===== config.mk =====
export PLATFORM = sky130hd
export DESIGN_NAME = z1top
export DESIGN_NICKNAME = d
export VERILOG_FILES = /design/src/z1_pkg.sv /design/src/button_parser.sv /design/src/uart_rx.sv /design/src/uart_tx.sv /design/src/cmd_ctrl.sv /design/src/csr_regs.sv /design/src/z1top.sv
export SDC_FILE = /design/constraint.sdc
export NUM_CORES = 1
export LEC_CHECK = 0
export BUFFER_PORTS_ARGS = -buffer_cell sky130_fd_sc_hd__buf_4
export CAP_MARGIN = 5
export CORE_MARGIN = 4
export CORE_UTILIZATION = 41
export DETAILED_ROUTE_END_ITERATION = 16
export MAX_ROUTING_LAYER = met4
export PLACE_DENSITY = 0.59
export RECOVER_POWER = 50
export SKIP_LAST_GASP = 1
export SYNTH_ARGS = -nofsm -noshare
export SYNTH_HDL_FRONTEND = slang
export SYNTH_SLANG_ARGS = --single-unit

===== constraint.sdc =====
create_clock -name clk -period 2.6 [get_ports clk]
set_input_delay 0.39 -clock clk [delete_from_list [all_inputs] [get_ports clk]]
set_output_delay 0.39 -clock clk [all_outputs]
set_load 0.02 [all_outputs]

===== src/z1_pkg.sv =====
package z1_pkg;

    // Widths that carry a meaning on the board
    typedef logic [7:0] byte_t;     // One serial data byte
    typedef logic [7:0] addr_t;     // Internal register address
    typedef logic [5:0] led_t;      // Six board LEDs
    typedef logic [3:0] btn_t;      // One bit per push button
    typedef logic [1:0] sw_t;       // Slide switches

    // Command controller FSM
    typedef enum logic [2:0] {
        idle,                       // Waiting for a command byte
        get_addr,                   // Waiting for the address byte
        get_data,                   // Waiting for the write data byte
        bus,                        // Wishbone cycle in flight
        reply,                      // Reply byte ready, waiting for transmitter
        wait_tx                     // Reply on the line
    } ctrl_state_t;

    // Command and reply bytes, printable ASCII for terminal use
    localparam byte_t CMD_WRITE = 8'h57;    // W
    localparam byte_t CMD_READ  = 8'h52;    // R
    localparam byte_t RESP_OK   = 8'h4B;    // K
    localparam byte_t RESP_BAD  = 8'h3F;    // ?

    // Register map
    localparam addr_t ADDR_LEDS     = 8'h00;
    localparam addr_t ADDR_SCRATCH  = 8'h01;
    localparam addr_t ADDR_BTN0     = 8'h02;
    localparam addr_t ADDR_BTN1     = 8'h03;
    localparam addr_t ADDR_BTN2     = 8'h04;
    localparam addr_t ADDR_BTN3     = 8'h05;
    localparam addr_t ADDR_SWITCHES = 8'h06;

    // Board timing at about 66.7 MHz
    localparam int CLKS_PER_BIT     = 579;      // 115200 baud
    // Button sampled every 500 us
    localparam int B_SAMPLE_CNT_MAX = 33_333;
    localparam int B_PULSE_CNT_MAX  = 200;      // 100 ms of samples makes a press

endpackage


===== src/button_parser.sv =====
`timescale 1ns/10ps

module button_parser #(
    parameter int WIDTH          = 4,
    parameter int SAMPLE_CNT_MAX = z1_pkg::B_SAMPLE_CNT_MAX,
    parameter int PULSE_CNT_MAX  = z1_pkg::B_PULSE_CNT_MAX
) (
    input  logic             clk,
    input  logic             rst,
    input  logic [WIDTH-1:0] in,
    output logic [WIDTH-1:0] out
);

    localparam int SW = $clog2(SAMPLE_CNT_MAX + 1);    // Sample counter width
    localparam int PW = $clog2(PULSE_CNT_MAX + 1);     // Per-button counter width

    logic [WIDTH-1:0] in_meta;
    logic [WIDTH-1:0] in_sync;
    logic [SW-1:0]    sample_cnt;
    logic             tick;
    logic [PW-1:0]    press_cnt [WIDTH];

    // Two-flop synchronizer, buttons are asynchronous to clk
    always_ff @(posedge clk) begin
        in_meta <= in;
        in_sync <= in_meta;
    end

    // Shared sample tick for all buttons
    assign tick = (sample_cnt == SW'(SAMPLE_CNT_MAX - 1));

    always_ff @(posedge clk) begin
        if (rst) begin
            sample_cnt <= '0;
        end else if (tick) begin
            sample_cnt <= '0;
        end else begin
            sample_cnt <= sample_cnt + 1'b1;
        end
    end

    // Count consecutive high samples, saturate so a held button fires once
    always_ff @(posedge clk) begin
        if (rst) begin
            for (int i = 0; i < WIDTH; i++) begin
                press_cnt[i] <= '0;
            end
        end else if (tick) begin
            for (int i = 0; i < WIDTH; i++) begin
                if (!in_sync[i]) begin
                    press_cnt[i] <= '0;                       // Bounce or release
                end else if (press_cnt[i] != PW'(PULSE_CNT_MAX)) begin
                    press_cnt[i] <= press_cnt[i] + 1'b1;
                end
            end
        end
    end

    // Pulse on the tick where the count reaches PULSE_CNT_MAX
    always_comb begin
        for (int i = 0; i < WIDTH; i++) begin
            out[i] = tick && in_sync[i] && (press_cnt[i] == PW'(PULSE_CNT_MAX - 1));
        end
    end

endmodule


===== src/uart_rx.sv =====
`timescale 1ns/10ps

module uart_rx #(
    parameter int CLKS_PER_BIT = z1_pkg::CLKS_PER_BIT
) (
    input  logic          clk,
    input  logic          rst,
    input  logic          serial_in,
    output z1_pkg::byte_t data,
    output logic          valid
);
    import z1_pkg::*;

    localparam int CW = $clog2(CLKS_PER_BIT + 1);

    logic          rx_meta;
    logic          rx_sync;
    logic          busy;
    logic [3:0]    bit_idx;     // 0 start, 1..8 data, 9 stop, 10 tail
    logic [CW-1:0] clk_cnt;
    logic [CW-1:0] cnt_last;
    logic          stop_ok;
    byte_t         shift;

    assign data = shift;

    // Half bit for start check and tail, full bit otherwise
    assign cnt_last = (bit_idx == 4'd0 || bit_idx == 4'd10) ?
                      CW'(CLKS_PER_BIT / 2 - 1) : CW'(CLKS_PER_BIT - 1);

    // Input synchronizer, line idles high
    always_ff @(posedge clk) begin
        if (rst) begin
            rx_meta <= 1'b1;
            rx_sync <= 1'b1;
        end else begin
            rx_meta <= serial_in;
            rx_sync <= rx_meta;
        end
    end

    always_ff @(posedge clk) begin
        if (rst) begin
            busy    <= 1'b0;
            valid   <= 1'b0;
            bit_idx <= '0;
            clk_cnt <= '0;
        end else begin
            valid <= 1'b0;
            if (!busy) begin
                if (!rx_sync) begin                 // Falling edge of start bit
                    busy    <= 1'b1;
                    bit_idx <= '0;
                    clk_cnt <= '0;
                end
            end else if (clk_cnt != cnt_last) begin
                clk_cnt <= clk_cnt + 1'b1;
            end else begin
                clk_cnt <= '0;
                bit_idx <= bit_idx + 4'd1;
                if (bit_idx == 4'd0) begin
                    busy <= !rx_sync;               // Glitch, not a start bit
                end else if (bit_idx <= 4'd8) begin
                    shift <= {rx_sync, shift[7:1]}; // LSB first
                end else if (bit_idx == 4'd9) begin
                    stop_ok <= rx_sync;
                end else begin
                    busy  <= 1'b0;
                    valid <= stop_ok;               // Framing error drops the byte
                end
            end
        end
    end

endmodule


===== src/uart_tx.sv =====
`timescale 1ns/10ps

module uart_tx #(
    parameter int CLKS_PER_BIT = z1_pkg::CLKS_PER_BIT
) (
    input  logic          clk,
    input  logic          rst,
    input  z1_pkg::byte_t data,
    input  logic          start,
    output logic          serial_out,
    output logic          ready
);

    localparam int CW = $clog2(CLKS_PER_BIT + 1);

    logic [9:0]    frame;       // Stop, data, start; shifts out LSB first
    logic [3:0]    bits_left;
    logic [CW-1:0] clk_cnt;
    logic          busy;

    assign ready = !busy;

    always_ff @(posedge clk) begin
        if (rst) begin
            busy       <= 1'b0;
            frame      <= '1;
            bits_left  <= '0;
            clk_cnt    <= '0;
            serial_out <= 1'b1;
        end else begin
            serial_out <= frame[0];             // Registered pin, no glitches
            if (!busy) begin
                if (start) begin
                    frame     <= {1'b1, data, 1'b0};
                    bits_left <= 4'd10;
                    clk_cnt   <= '0;
                    busy      <= 1'b1;
                end
            end else if (clk_cnt != CW'(CLKS_PER_BIT - 1)) begin
                clk_cnt <= clk_cnt + 1'b1;
            end else begin
                clk_cnt   <= '0;
                frame     <= {1'b1, frame[9:1]};    // Backfill with idle level
                bits_left <= bits_left - 4'd1;
                busy      <= (bits_left != 4'd1);   // Done after the stop bit
            end
        end
    end

endmodule


===== src/cmd_ctrl.sv =====
`timescale 1ns/10ps

module cmd_ctrl (
    input  logic          clk,
    input  logic          rst,
    input  z1_pkg::byte_t rx_data,
    input  logic          rx_valid,
    output z1_pkg::byte_t tx_data,
    output logic          tx_start,
    input  logic          tx_ready,
    output logic          wb_cyc,
    output logic          wb_stb,
    output logic          wb_we,
    output z1_pkg::addr_t wb_adr,
    output z1_pkg::byte_t wb_dat_w,
    input  z1_pkg::byte_t wb_dat_r,
    input  logic          wb_ack
);
    import z1_pkg::*;

    ctrl_state_t state;
    logic        is_write;      // Current command is W

    assign wb_stb = wb_cyc;     // One transfer per cycle
    assign wb_we  = is_write;

    // Combinational so it lasts exactly the cycle state leaves reply
    assign tx_start = (state == reply) && tx_ready;

    always_ff @(posedge clk) begin
        if (rst) begin
            state    <= idle;
            is_write <= 1'b0;
            wb_cyc   <= 1'b0;
        end else begin
            case (state)
                idle: begin
                    if (rx_valid) begin
                        case (rx_data)
                            CMD_WRITE: begin
                                is_write <= 1'b1;
                                state    <= get_addr;
                            end
                            CMD_READ: begin
                                is_write <= 1'b0;
                                state    <= get_addr;
                            end
                            default: begin
                                tx_data <= RESP_BAD;    // Unknown command
                                state   <= reply;
                            end
                        endcase
                    end
                end
                get_addr: begin
                    if (rx_valid) begin
                        wb_adr <= rx_data;
                        if (is_write) begin
                            state <= get_data;
                        end else begin
                            wb_cyc <= 1'b1;             // Read starts right away
                            state  <= bus;
                        end
                    end
                end
                get_data: begin
                    if (rx_valid) begin
                        wb_dat_w <= rx_data;
                        wb_cyc   <= 1'b1;
                        state    <= bus;
                    end
                end
                bus: begin
                    if (wb_ack) begin
                        wb_cyc  <= 1'b0;
                        tx_data <= is_write ? RESP_OK : wb_dat_r;
                        state   <= reply;
                    end
                end
                reply: begin
                    if (tx_ready) begin
                        state <= wait_tx;               // tx_start fires this cycle
                    end
                end
                wait_tx: begin
                    if (tx_ready) begin
                        state <= idle;                  // Reply frame finished
                    end
                end
                default: state <= idle;
            endcase
        end
    end

endmodule


===== src/csr_regs.sv =====
`timescale 1ns/10ps

module csr_regs (
    input  logic          clk,
    input  logic          rst,
    input  logic          wb_cyc,
    input  logic          wb_stb,
    input  logic          wb_we,
    input  z1_pkg::addr_t wb_adr,
    input  z1_pkg::byte_t wb_dat_w,
    output z1_pkg::byte_t wb_dat_r,
    output logic          wb_ack,
    input  z1_pkg::btn_t  btn_pulse,
    input  z1_pkg::sw_t   switches,
    output z1_pkg::led_t  leds
);
    import z1_pkg::*;

    logic  bus_req;
    logic  wr_en;
    byte_t scratch;
    byte_t btn_cnt [$bits(btn_t)];
    sw_t   sw_meta;
    sw_t   sw_sync;
    byte_t rd_data;

    assign bus_req = wb_cyc && wb_stb && !wb_ack;   // New request, ack not yet given
    assign wr_en   = bus_req && wb_we;

    // Switch synchronizer
    always_ff @(posedge clk) begin
        sw_meta <= switches;
        sw_sync <= sw_meta;
    end

    always_ff @(posedge clk) begin
        if (rst) begin
            wb_ack  <= 1'b0;
            leds    <= '0;
            scratch <= '0;
            for (int i = 0; i < $bits(btn_t); i++) begin
                btn_cnt[i] <= '0;
            end
        end else begin
            wb_ack <= bus_req;                      // Single-cycle ack
            if (wr_en && wb_adr == ADDR_LEDS) begin
                leds <= wb_dat_w[5:0];
            end
            if (wr_en && wb_adr == ADDR_SCRATCH) begin
                scratch <= wb_dat_w;
            end
            for (int i = 0; i < $bits(btn_t); i++) begin
                if (wr_en && wb_adr == ADDR_BTN0 + addr_t'(i)) begin
                    btn_cnt[i] <= '0;               // Clear wins over a press
                end else if (btn_pulse[i]) begin
                    btn_cnt[i] <= btn_cnt[i] + 8'd1; // Wraps at 255
                end
            end
        end
    end

    always_comb begin
        case (wb_adr)
            ADDR_LEDS:     rd_data = byte_t'(leds);
            ADDR_SCRATCH:  rd_data = scratch;
            ADDR_BTN0:     rd_data = btn_cnt[0];
            ADDR_BTN1:     rd_data = btn_cnt[1];
            ADDR_BTN2:     rd_data = btn_cnt[2];
            ADDR_BTN3:     rd_data = btn_cnt[3];
            ADDR_SWITCHES: rd_data = byte_t'(sw_sync);
            default:       rd_data = '0;            // Unmapped
        endcase
    end

    // Read data valid together with ack
    always_ff @(posedge clk) begin
        if (bus_req) begin
            wb_dat_r <= rd_data;
        end
    end

endmodule


===== src/z1top.sv =====
`timescale 1ns/10ps

module z1top #(
    parameter int CLKS_PER_BIT     = z1_pkg::CLKS_PER_BIT,
    parameter int B_SAMPLE_CNT_MAX = z1_pkg::B_SAMPLE_CNT_MAX,
    parameter int B_PULSE_CNT_MAX  = z1_pkg::B_PULSE_CNT_MAX
) (
    input  logic         clk,
    input  logic         rst,
    input  z1_pkg::btn_t buttons,
    input  z1_pkg::sw_t  switches,
    output z1_pkg::led_t leds,
    input  logic         serial_rx,
    output logic         serial_tx
);
    import z1_pkg::*;

    btn_t  btn_pulse;
    byte_t rx_data;
    logic  rx_valid;
    byte_t tx_data;
    logic  tx_start;
    logic  tx_ready;
    logic  wb_cyc;
    logic  wb_stb;
    logic  wb_we;
    addr_t wb_adr;
    byte_t wb_dat_w;
    byte_t wb_dat_r;
    logic  wb_ack;

    // Debounced press pulses, one per button
    button_parser #(
        .WIDTH          ($bits(btn_t)),
        .SAMPLE_CNT_MAX (B_SAMPLE_CNT_MAX),
        .PULSE_CNT_MAX  (B_PULSE_CNT_MAX)
    ) bp (
        .clk (clk),
        .rst (rst),
        .in  (buttons),
        .out (btn_pulse)
    );

    uart_rx #(.CLKS_PER_BIT(CLKS_PER_BIT)) rx (
        .clk       (clk),
        .rst       (rst),
        .serial_in (serial_rx),
        .data      (rx_data),
        .valid     (rx_valid)
    );

    uart_tx #(.CLKS_PER_BIT(CLKS_PER_BIT)) tx (
        .clk        (clk),
        .rst        (rst),
        .data       (tx_data),
        .start      (tx_start),
        .serial_out (serial_tx),
        .ready      (tx_ready)
    );

    // Bus master
    cmd_ctrl ctrl (
        .clk      (clk),
        .rst      (rst),
        .rx_data  (rx_data),
        .rx_valid (rx_valid),
        .tx_data  (tx_data),
        .tx_start (tx_start),
        .tx_ready (tx_ready),
        .wb_cyc   (wb_cyc),
        .wb_stb   (wb_stb),
        .wb_we    (wb_we),
        .wb_adr   (wb_adr),
        .wb_dat_w (wb_dat_w),
        .wb_dat_r (wb_dat_r),
        .wb_ack   (wb_ack)
    );

    csr_regs regs (
        .clk       (clk),
        .rst       (rst),
        .wb_cyc    (wb_cyc),
        .wb_stb    (wb_stb),
        .wb_we     (wb_we),
        .wb_adr    (wb_adr),
        .wb_dat_w  (wb_dat_w),
        .wb_dat_r  (wb_dat_r),
        .wb_ack    (wb_ack),
        .btn_pulse (btn_pulse),
        .switches  (switches),
        .leds      (leds)
    );

endmodule


==> results of run 1 <==
==> kinds of logic after synthesis <==
| family | count (synthesis) | share of synthesized area |
|---|---|---|
| xor gates and xnor gates | 67 | 0.0630 |
| adders and majority gates | 23 | 0.0309 |
| buffers and inverters | 72 | 0.0322 |
| DFF | 196 | 0.534 |
| muxes | 13 | 0.0161 |
| AOI/OAI and AO/OA | 141 | 0.104 |
| and+or+nand+nor | 387 | 0.221 |
==> through the flow <==
stage / std cells / power [W] / hold slack (ns)
CTS: 1211 / 0.00601 / 0.0348
finish: 1211 / 0.00593 / 0.0790
global placement: 1179 / 0.00357 / 0.313
floorplan: 899 / 0.00351 / 0.310
detailed placement: 1179 / 0.00357 / 0.312
global route: 1211 / 0.00617 / 0.0525
==> state kept, by name, indices dropped and copies added, names as in the netlist, 3 cells and up <==
name and count:
tx.bits_left 4, bp.sample_cnt 16, bp.press_cnt 32, tx.frame 9
bp.in_meta 4, regs.leds 6, tx.clk_cnt 10, bp.in_sync 4
rx.bit_idx 4, regs.btn_cnt 32, regs.scratch 8, ctrl.state 3
ctrl.tx_data 8, ctrl.wb_adr 8, rx.data 8, rx.clk_cnt 10
regs.wb_dat_r 8, ctrl.wb_dat_w 8
==> worst max-delay path by stage <==
stage | start | endpoint | slack, ns | cells past startpoint
after floorplan | ctrl.state[1] | ctrl.tx_data[0] | 0.19 | 3
after global placement | bp.sample_cnt[0] | regs.btn_cnt[1][4] | 0.33 | 7
after detailed placement | bp.sample_cnt[0] | regs.btn_cnt[1][2] | 0.29 | 7
after CTS | bp.sample_cnt[0] | regs.btn_cnt[1][5] | 0.27 | 7
after global routing | bp.sample_cnt[0] | regs.btn_cnt[1][1] | 0.12 | 7
final | bp.sample_cnt[0] | regs.btn_cnt[1][5] | 0.28 | 7
==> worst max-delay path, stage by stage, from the launching register on <==
cell and delay [ns]:
dfxtp_1 0.34, inv_1 0.08, ha_1 0.13, or4b_1 0.48, nor4_4 0.34, buf_4 0.23
a21oi_1 0.07, nand2_1 0.31
==> power groups by stage <==
stage	Clock [W]	Combinational, W	Sequential, W
after floorplan	0	0.000115	0.00340
after CTS	0.00250	0.000154	0.00335
final	0.00243	0.000149	0.00335
after detailed placement	0	0.000153	0.00342
after global placement	0	0.000152	0.00342
after global routing	0.00264	0.000172	0.00336
==> final cells by class <==
| class | count | area, µm² |
|---|---|---|
| repair buffers | 37 | 228 |
| flip-flops and latches | 196 | 4970 |
| clock inverters | 11 | 77.6 |
| fillers | 2040 | 11800 |
| clock buffers | 21 | 462 |
| well taps | 280 | 350 |
| multi-input cells | 631 | 4050 |
| inverters | 35 | 131 |
==> per-layer routing <==
| metal | up-vias | part of all wire |
|---|---|---|
| met5 | - | 0 |
| met4 | 0 | 0.014 |
| met3 | 20 | 0.025 |
| met2 | 56 | 0.45 |
| met1 | 3056 | 0.51 |
| li1 | 3298 | - |
==> placed cells by master, fill, tap and decap left out, types with 7 or more instances in the layout <==
cell | Yosys | final
clkbuf_1 | 27 | 15
a211oi_1 | 15 | 15
or3_1 | 8 | 8
xor2_1 | 47 | 47
o211ai_1 | 8 | 8
nor3_1 | 17 | 17
edfxtp_1 | 105 | 105
nand3b_1 | 8 | 8
and2_1 | 10 | 9
dfxtp_1 | 91 | 91
nand3_1 | 76 | 76
nor2_1 | 120 | 120
nand2b_1 | 9 | 9
xnor2_1 | 20 | 20
ha_1 | 23 | 23
and3_1 | 23 | 23
o21ai_0 | 17 | 17
a311oi_1 | 10 | 10
inv_1 | 35 | 35
buf_4 | 0 | 17
nor4_1 | 7 | 7
nand2_1 | 57 | 57
a21oi_1 | 37 | 37
clkbuf_16 | 0 | 18
o21bai_1 | 7 | 7
a22oi_1 | 9 | 9
==> results.tsv, run 1 <==
metric	value	unit
status	finished clean	
grt_use_total	0.151	
max_freq	0.431	GHz
cts_tree	built	
swShare	0.217	
design_area	10300	µm²
core	22100	µm²
std_cell_rows	54	
cp.required	2.69	ns
finalCoreUtilization	0.465	
diodes	0	
fin_crit	2.32	ns
drt_iter0_markers	416	
worst_slew_pin_slew	1.38	ns
cts_buffers	17	
rrSetupSlack	0.28	ns
async_flop_share	0	
clock-sinks	196	
die_w	159	µm
ys_seq_area_frac	0.534	
peakVddDrop	0.000400	V
ant_nets	0	
htreeDepth	4	
relSlewSlack	0.0775	
clock_latency	0.43	ns
overflow	0	
final_nets	950	
drive_gt1_frac	0.0902	
timing.rr.end	regs.btn_cnt[1][5]	
min_path_cells	1	
period_share	0.892	
cp.arrival	2.41	ns
grt_pass1_vias	6118	
die_h	159	µm
synth.area.top_cells	edfxtp_1, dfxtp_1, nor2_1, xor2_1, nand3_1	
synthesis.instances	899	
rsz0062_at_grt	no	
busiest_layer	met2	
setup_slack	0.281	ns
max-cap-violations	0	
start_util	0.422	
ctsHoldBuffers	0	
p_seq_frac	0.565	
worstHoldStart	buttons[3]	
via_per_inst	5.31	
io_buffers	15	
avgSynthCellArea	10.4	µm²
leakagePower	3.64	nW
use_met2	0.231	
synth.distinct_cells	66	
startpoint_type	register	
synth_top_cell_area_share	0.338	
dieArea	25200	µm²
syn_area	9320	µm²
yosysWarningCount	0	
clockBufferDepth	2	
grt.met1_usage	0.203	
gp_congestion	0.805	
synth_seq_cells	196	
grt_first_pass_wirelength	30.9	mm
worstSetupEndpointType	register	
area_delta_synth_final	10.2	%
crit_fanout	8	
wl	18.3	mm
hold_end	bp.in_meta[3]	
drv_slew	0	
root_buffer	clkbuf_16	
pre_cts_slack	0.289	ns
met3_usage	0.0337	
critPathKind	reg -> reg	
drc	0	
grt_max_degree	32	
post_cts_buffers	0	
p_clk_frac	0.410	
setup_viol	0	
skew	0.0107	ns
drt-wirelength-per-cell	15.1	µm
ios	16	
syn_nets	931	
hold_violations	0	
path_clk_slew	0.07	ns
place_hpwl	12.7	mm
reg2reg_from	bp.sample_cnt[0]	
final.setup.tns	0	ns
p_switching	0.00129	W
internal_power	0.00464	W
drtPass1Iterations	4	
power_density	577	nW/µm²
dpl-instance-area	9790	µm²
synth_ff_type	edfxtp_1	
post-synth-top-count-cell	nor2_1	
hold_path_class	in -> reg	
postCtsResizedCells	0	
r2r_cells	7	
antenna_found_initial	0	
synth_top_cells_by_count	nor2_1, edfxtp_1, dfxtp_1	
vias	6430	
pwr-share-comb	0.025	
synth_edf_count	105	
synth_top_area_cell	edfxtp_1	
Note: power is estimated with default switching activity, not from simulation.
==> run 2, diff against run 1 <==
CORE_ASPECT_RATIO = 1.1   (was unset)
REMOVE_ABC_BUFFERS = 1   (was unset)
==> results.tsv, run 2 (synthesized netlist as in run 1, its figures left out) <==
metric	value	unit	change
drc	0		unchanged
final.setup.tns	0	ns	unchanged
startpoint_type	register		
drt_iter0_markers	455		+9.4%
hold_violations	0		unchanged
top_regs	bp.press_cnt (32), regs.btn_cnt (32), bp.sample_cnt (16)		
pwr-share-comb	0.025		about the same
p_seq_frac	0.552		-0.013
root_buffer	clkbuf_16		
drt-wirelength-per-cell	14.6	µm	-3.0%
crit_fanout	9		+1
antenna_found_initial	0		unchanged
crit_chain	inv_1 > ha_1 > mux2i_1 > nor4_1 > o211ai_1 > nor3_1 > buf_4		
ios	16		unchanged
p_clk_frac	0.423		+0.013
die_h	166	µm	+4.6%
internal_power	0.00476	W	+2.6%
std_cell_rows	57		+5.6%
drv_slew	0		unchanged
cts_tree	built		
max_freq	0.429	GHz	-0.38%
clock-sinks	196		unchanged
grt_use_total	0.154		+0.00284
postCtsResizedCells	0		unchanged
rsz0062_at_grt	no		
clock_latency	0.44	ns	about the same
io_buffers	15		unchanged
leakagePower	3.63	nW	-0.34%
grt_first_pass_wirelength	30.6	mm	-0.76%
p_total	0.00606	W	+2.2%
grt_pass1_vias	6172		+0.88%
post_cts_buffers	0		unchanged
drive_gt1_frac	0.0849		-0.00528
max-cap-violations	0		unchanged
cp.required	2.74	ns	+0.05 ns
vias	6365		-1.0%
die_w	152	µm	-4.4%
crit_family	simple AND/OR/NAND/NOR gates		
place_hpwl	12.5	mm	-1.9%
worstSetupEndpointType	register		
worst_slew_pin_slew	1.38	ns	-0.00867 ns
fin_crit	2.33	ns	+0.00891 ns
final_nets	949		-0.11%
mostFrequentLayoutCells	nor2_1, edfxtp_1, dfxtp_1		
critPathMaxStageDelay	0.40	ns	-0.08 ns
relSlewSlack	0.0833		+0.00578
area_delta_synth_final	10.5	%	
wl	17.9	mm	-1.9%
htreeDepth	4		unchanged
slowest_stage	nor4_1		
critPathBufInv	2		unchanged
drtPass1Iterations	5		+1
p_switching	0.00130	W	+0.75%
core	22300	µm²	+0.71%
cts_buffers	17		unchanged
design_area	10300	µm²	+0.23%
power_density	588	nW/µm²	+1.9%
ant_nets	0		unchanged
via_per_inst	5.20		-2.1%
gp_congestion	0.820		+1.8%
critPathKind	reg -> reg		
hold_path_class	in -> reg		
status	finished clean		
dieArea	25200	µm²	about the same
diodes	0		unchanged
path_clk_slew	0.08	ns	about the same
start_util	0.419		-0.00299
final_common_cell	nor2_1		
cp.arrival	2.46	ns	+0.05 ns
dpl-instance-area	9810	µm²	+0.24%
overflow	0		unchanged
clockBufferDepth	2		unchanged
peakVddDrop	0.000449	V	+12%
finalCoreUtilization	0.463		-0.00223
skew	0.0167	ns	+0.00608 ns
grt_max_degree	34		+6.3%
period_share	0.896		+0.00343
swShare	0.214		-0.00302
ctsHoldBuffers	0		unchanged
setup_viol	0		unchanged
run 2: cell count changes in the layout (fill, tap and decap cells not counted), moves of 2 or more:
cell | before | now
nand3_1 | 76 | 78
nand3_4 | 6 | 4
buf_4 | 17 | 15
clkinv_2 | 4 | 1
inv_6 | 1 | 4
inv_4 | 2 | 0
clkbuf_8 | 0 | 2
run 2: area by class of cell:
| cell class | instances | area, µm² |
|---|---|---|
| fill | 2137 | 12000 |
| sequential | 196 | 4970 |
| multi-input combinational | 631 | 4010 |
| clock buffer | 24 | 514 |
| tap | 295 | 369 |
| timing repair buffer | 36 | 231 |
| inverter | 35 | 131 |
| clock inverter | 8 | 65.1 |
run 2: path summary, 6_finish.rpt:
check                start       endpoint  slack, ns  cells after the start
min reg2reg  bp.in_meta[3]  bp.in_sync[3]       0.33                      0
max          rx.bit_idx[0]     rx.data[1]       0.27                      7
max reg2reg  rx.bit_idx[0]     rx.data[1]       0.27                      7
min             buttons[2]  bp.in_meta[2]       0.07                      1
run 2: power by group through the flow:
stage               Sequential (W)  Combinational [W]  Clock [W]
finish                     0.00335           0.000150    0.00256
global route               0.00335           0.000171    0.00277
CTS                        0.00335           0.000154    0.00263
detailed placement         0.00342           0.000152          0
global placement           0.00342           0.000153          0
floorplan                  0.00340          0.0000964          0
run 2: per-stage QoR:
stage / hold WS [ns] / cells / setup slack (ns)
2_1_floorplan: 0.310 / 862 / -0.323
3_3_place_gp: 0.311 / 1193 / 0.326
3_5_place_dp: 0.315 / 1193 / 0.284
4_1_cts: 0.0352 / 1225 / 0.256
5_1_grt: 0.0511 / 1225 / 0.0367
6_report: 0.0711 / 1225 / 0.272
run 2: metal layers:
| metal | part of all wire | global-route usage |
|---|---|---|
| met5 | 0 | - |
| met2 | 0.46 | 0.232 |
| met3 | 0.028 | 0.0297 |
| met1 | 0.49 | 0.209 |
| met4 | 0.017 | 0.0492 |
==> run 3, diff against run 2 <==
==> constraint.sdc (replaced) <==
create_clock -name clk -period 2.6 [get_ports clk]
set_input_delay 0.13 -clock clk [delete_from_list [all_inputs] [get_ports clk]]
set_output_delay 0.13 -clock clk [all_outputs]
set_load 0.02 [all_outputs]
==> results.tsv, run 3 (synthesized netlist as in run 1, its figures left out) <==
metric	value	unit	change
status	finished clean		
wl	18.2	mm	+1.3%
htreeDepth	4		unchanged
cts_tree	built		
worstHoldStart	regs.sw_meta[0]		
top_layer_used	met4		
grt_first_pass_wirelength	31.0	mm	+1.2%
final_common_cell	nor2_1		
cts_buffers	17		unchanged
core	22300	µm²	unchanged
relSlewSlack	0.325		+0.241
setup_slack	0.275	ns	+0.00376 ns
crit_fanout	8		-1
io_buffers	15		unchanged
start_util	0.419		unchanged
area_delta_synth_final	11.6	%	
ant_nets	0		unchanged
p_total	0.00615	W	+1.5%
wl_met1	8.83	mm	+0.16%
hold_path_class	reg -> reg		
clockBufferDepth	2		unchanged
rsz0062_at_grt	no		
drt-wirelength-per-cell	14.8	µm	+0.84%
clock_latency	0.43	ns	about the same
startpoint_type	register		
vias	6449		+1.3%
finalCoreUtilization	0.467		+0.00467
via_per_inst	5.24		+0.83%
grt_pass1_vias	6229		+0.92%
hold_end	regs.sw_sync[0]		
overflow	0		unchanged
r2r_cells	7		unchanged
multi_input_area	4040	µm²	+0.81%
mostFrequentLayoutCells	nor2_1, edfxtp_1, dfxtp_1		
dpl-instance-area	9800	µm²	about the same
max-cap-violations	0		unchanged
leakagePower	3.69	nW	+1.6%
pre_cts_slack	0.280	ns	-0.00443 ns
route.met2.wl	8.60	mm	+3.5%
drive_gt1_frac	0.0876		+0.00266
path_clk_slew	0.08	ns	about the same
grt_max_degree	46		+35%
grt_use_total	0.154		+0.000513
drc	0		unchanged
drtPass1Iterations	5		unchanged
dieArea	25200	µm²	unchanged
peakVddDrop	0.000403	V	-10%
diodes	0		unchanged
power_density	591	nW/µm²	+0.44%
period_share	0.894		-0.00144
clock-sinks	196		unchanged
min_path_cells	0		-1
hold_violations	0		unchanged
fillers	2093		-2.1%
wl_met3	556	µm	+12%
final-seq-area	4970	µm²	unchanged
place_hpwl	12.7	mm	+1.4%
cp.required	2.68	ns	-0.06 ns
skew	0.0149	ns	-0.00188 ns
design_area	10400	µm²	+1.0%
std_cell_rows	57		unchanged
drt_iter0_markers	417		-8.4%
root_buffer	clkbuf_16		
post_cts_buffers	0		unchanged
gp_congestion	0.814		-0.67%
worst_slew_pin_slew	1.01	ns	-0.362 ns
die_w	152	µm	unchanged
drv_slew	0		unchanged
rrSetupSlack	0.28	ns	about the same
final.setup.tns	0	ns	unchanged
die_h	166	µm	unchanged
ios	16		unchanged
antenna_found_initial	0		unchanged
critPathKind	reg -> reg		
worstSetupEndpointType	register		
cp.arrival	2.41	ns	-0.05 ns
setup_viol	0		unchanged
reg2reg_from	bp.sample_cnt[0]		
fin_crit	2.32	ns	-0.00375 ns
top_regs	bp.press_cnt (32), regs.btn_cnt (32), bp.sample_cnt (16)		
timing.rr.end	regs.btn_cnt[0][4]		
final_nets	955		+0.63%
max_freq	0.430	GHz	+0.16%
## run 3: critical path, stage by stage, from the launching register on
cell	delay [ns]
dfxtp_1	0.34
inv_1	0.08
ha_1	0.13
or4b_1	0.49
nor4_4	0.31
buf_4	0.23
a21oi_1	0.07
nand2_1	0.34
## run 3: layout make-up
| class | count | area share |
|---|---|---|
| Sequential cell | 196 | 0.478 |
| Timing Repair Buffer | 42 | 0.0279 |
| Inverter | 35 | 0.0126 |
| Clock buffer | 21 | 0.0463 |
| Clock inverter | 11 | 0.0106 |
| Multi-Input combinational cell | 631 | 0.389 |
| Tap cell | 295 | 0.0355 |
## run 3: worst max path at each step
stage	slack, ns	depth (start not counted)	to	startpoint
2_1_floorplan	-0.32	4	regs.btn_cnt[1][0]	ctrl.wb_adr[5]
3_3_place_gp	0.33	7	regs.btn_cnt[0][1]	bp.sample_cnt[0]
3_5_place_dp	0.28	7	regs.btn_cnt[0][0]	bp.sample_cnt[0]
4_1_cts	0.26	7	regs.btn_cnt[0][3]	bp.sample_cnt[0]
5_1_grt	0.04	7	regs.btn_cnt[0][4]	bp.sample_cnt[0]
6_report	0.28	7	regs.btn_cnt[0][4]	bp.sample_cnt[0]
## run 3: routing by layer
metal  GRT usage  vias up
met5           -        -
met4      0.0352        0
met3      0.0276       15
met2       0.242       76
met1       0.209     3051
li1            -     3307
## run 3: repair_timing
item / 4_1_cts / 5_1_grt
hold buffers: 7 / 0
gates resized for setup: 0 / 1
endpoints found under the hold margin: 7 / 0
setup endpoints to repair: 0 / 8
## run 3: stage by stage
stage                     hold slack, ns  instances
after floorplan                    0.158        862
after global placement             0.235       1192
after detailed placement           0.236       1192
after CTS                          0.170       1231
after global routing               0.333       1231
final                              0.325       1231
## run 3: where the power goes
group	switching (W)	total, W	internal, W
logic	0.0000902	0.000156	0.0000658
clock network	0.00119	0.00264	0.00146
registers	0.0000545	0.00335	0.00329
total	0.00133	0.00615	0.00481
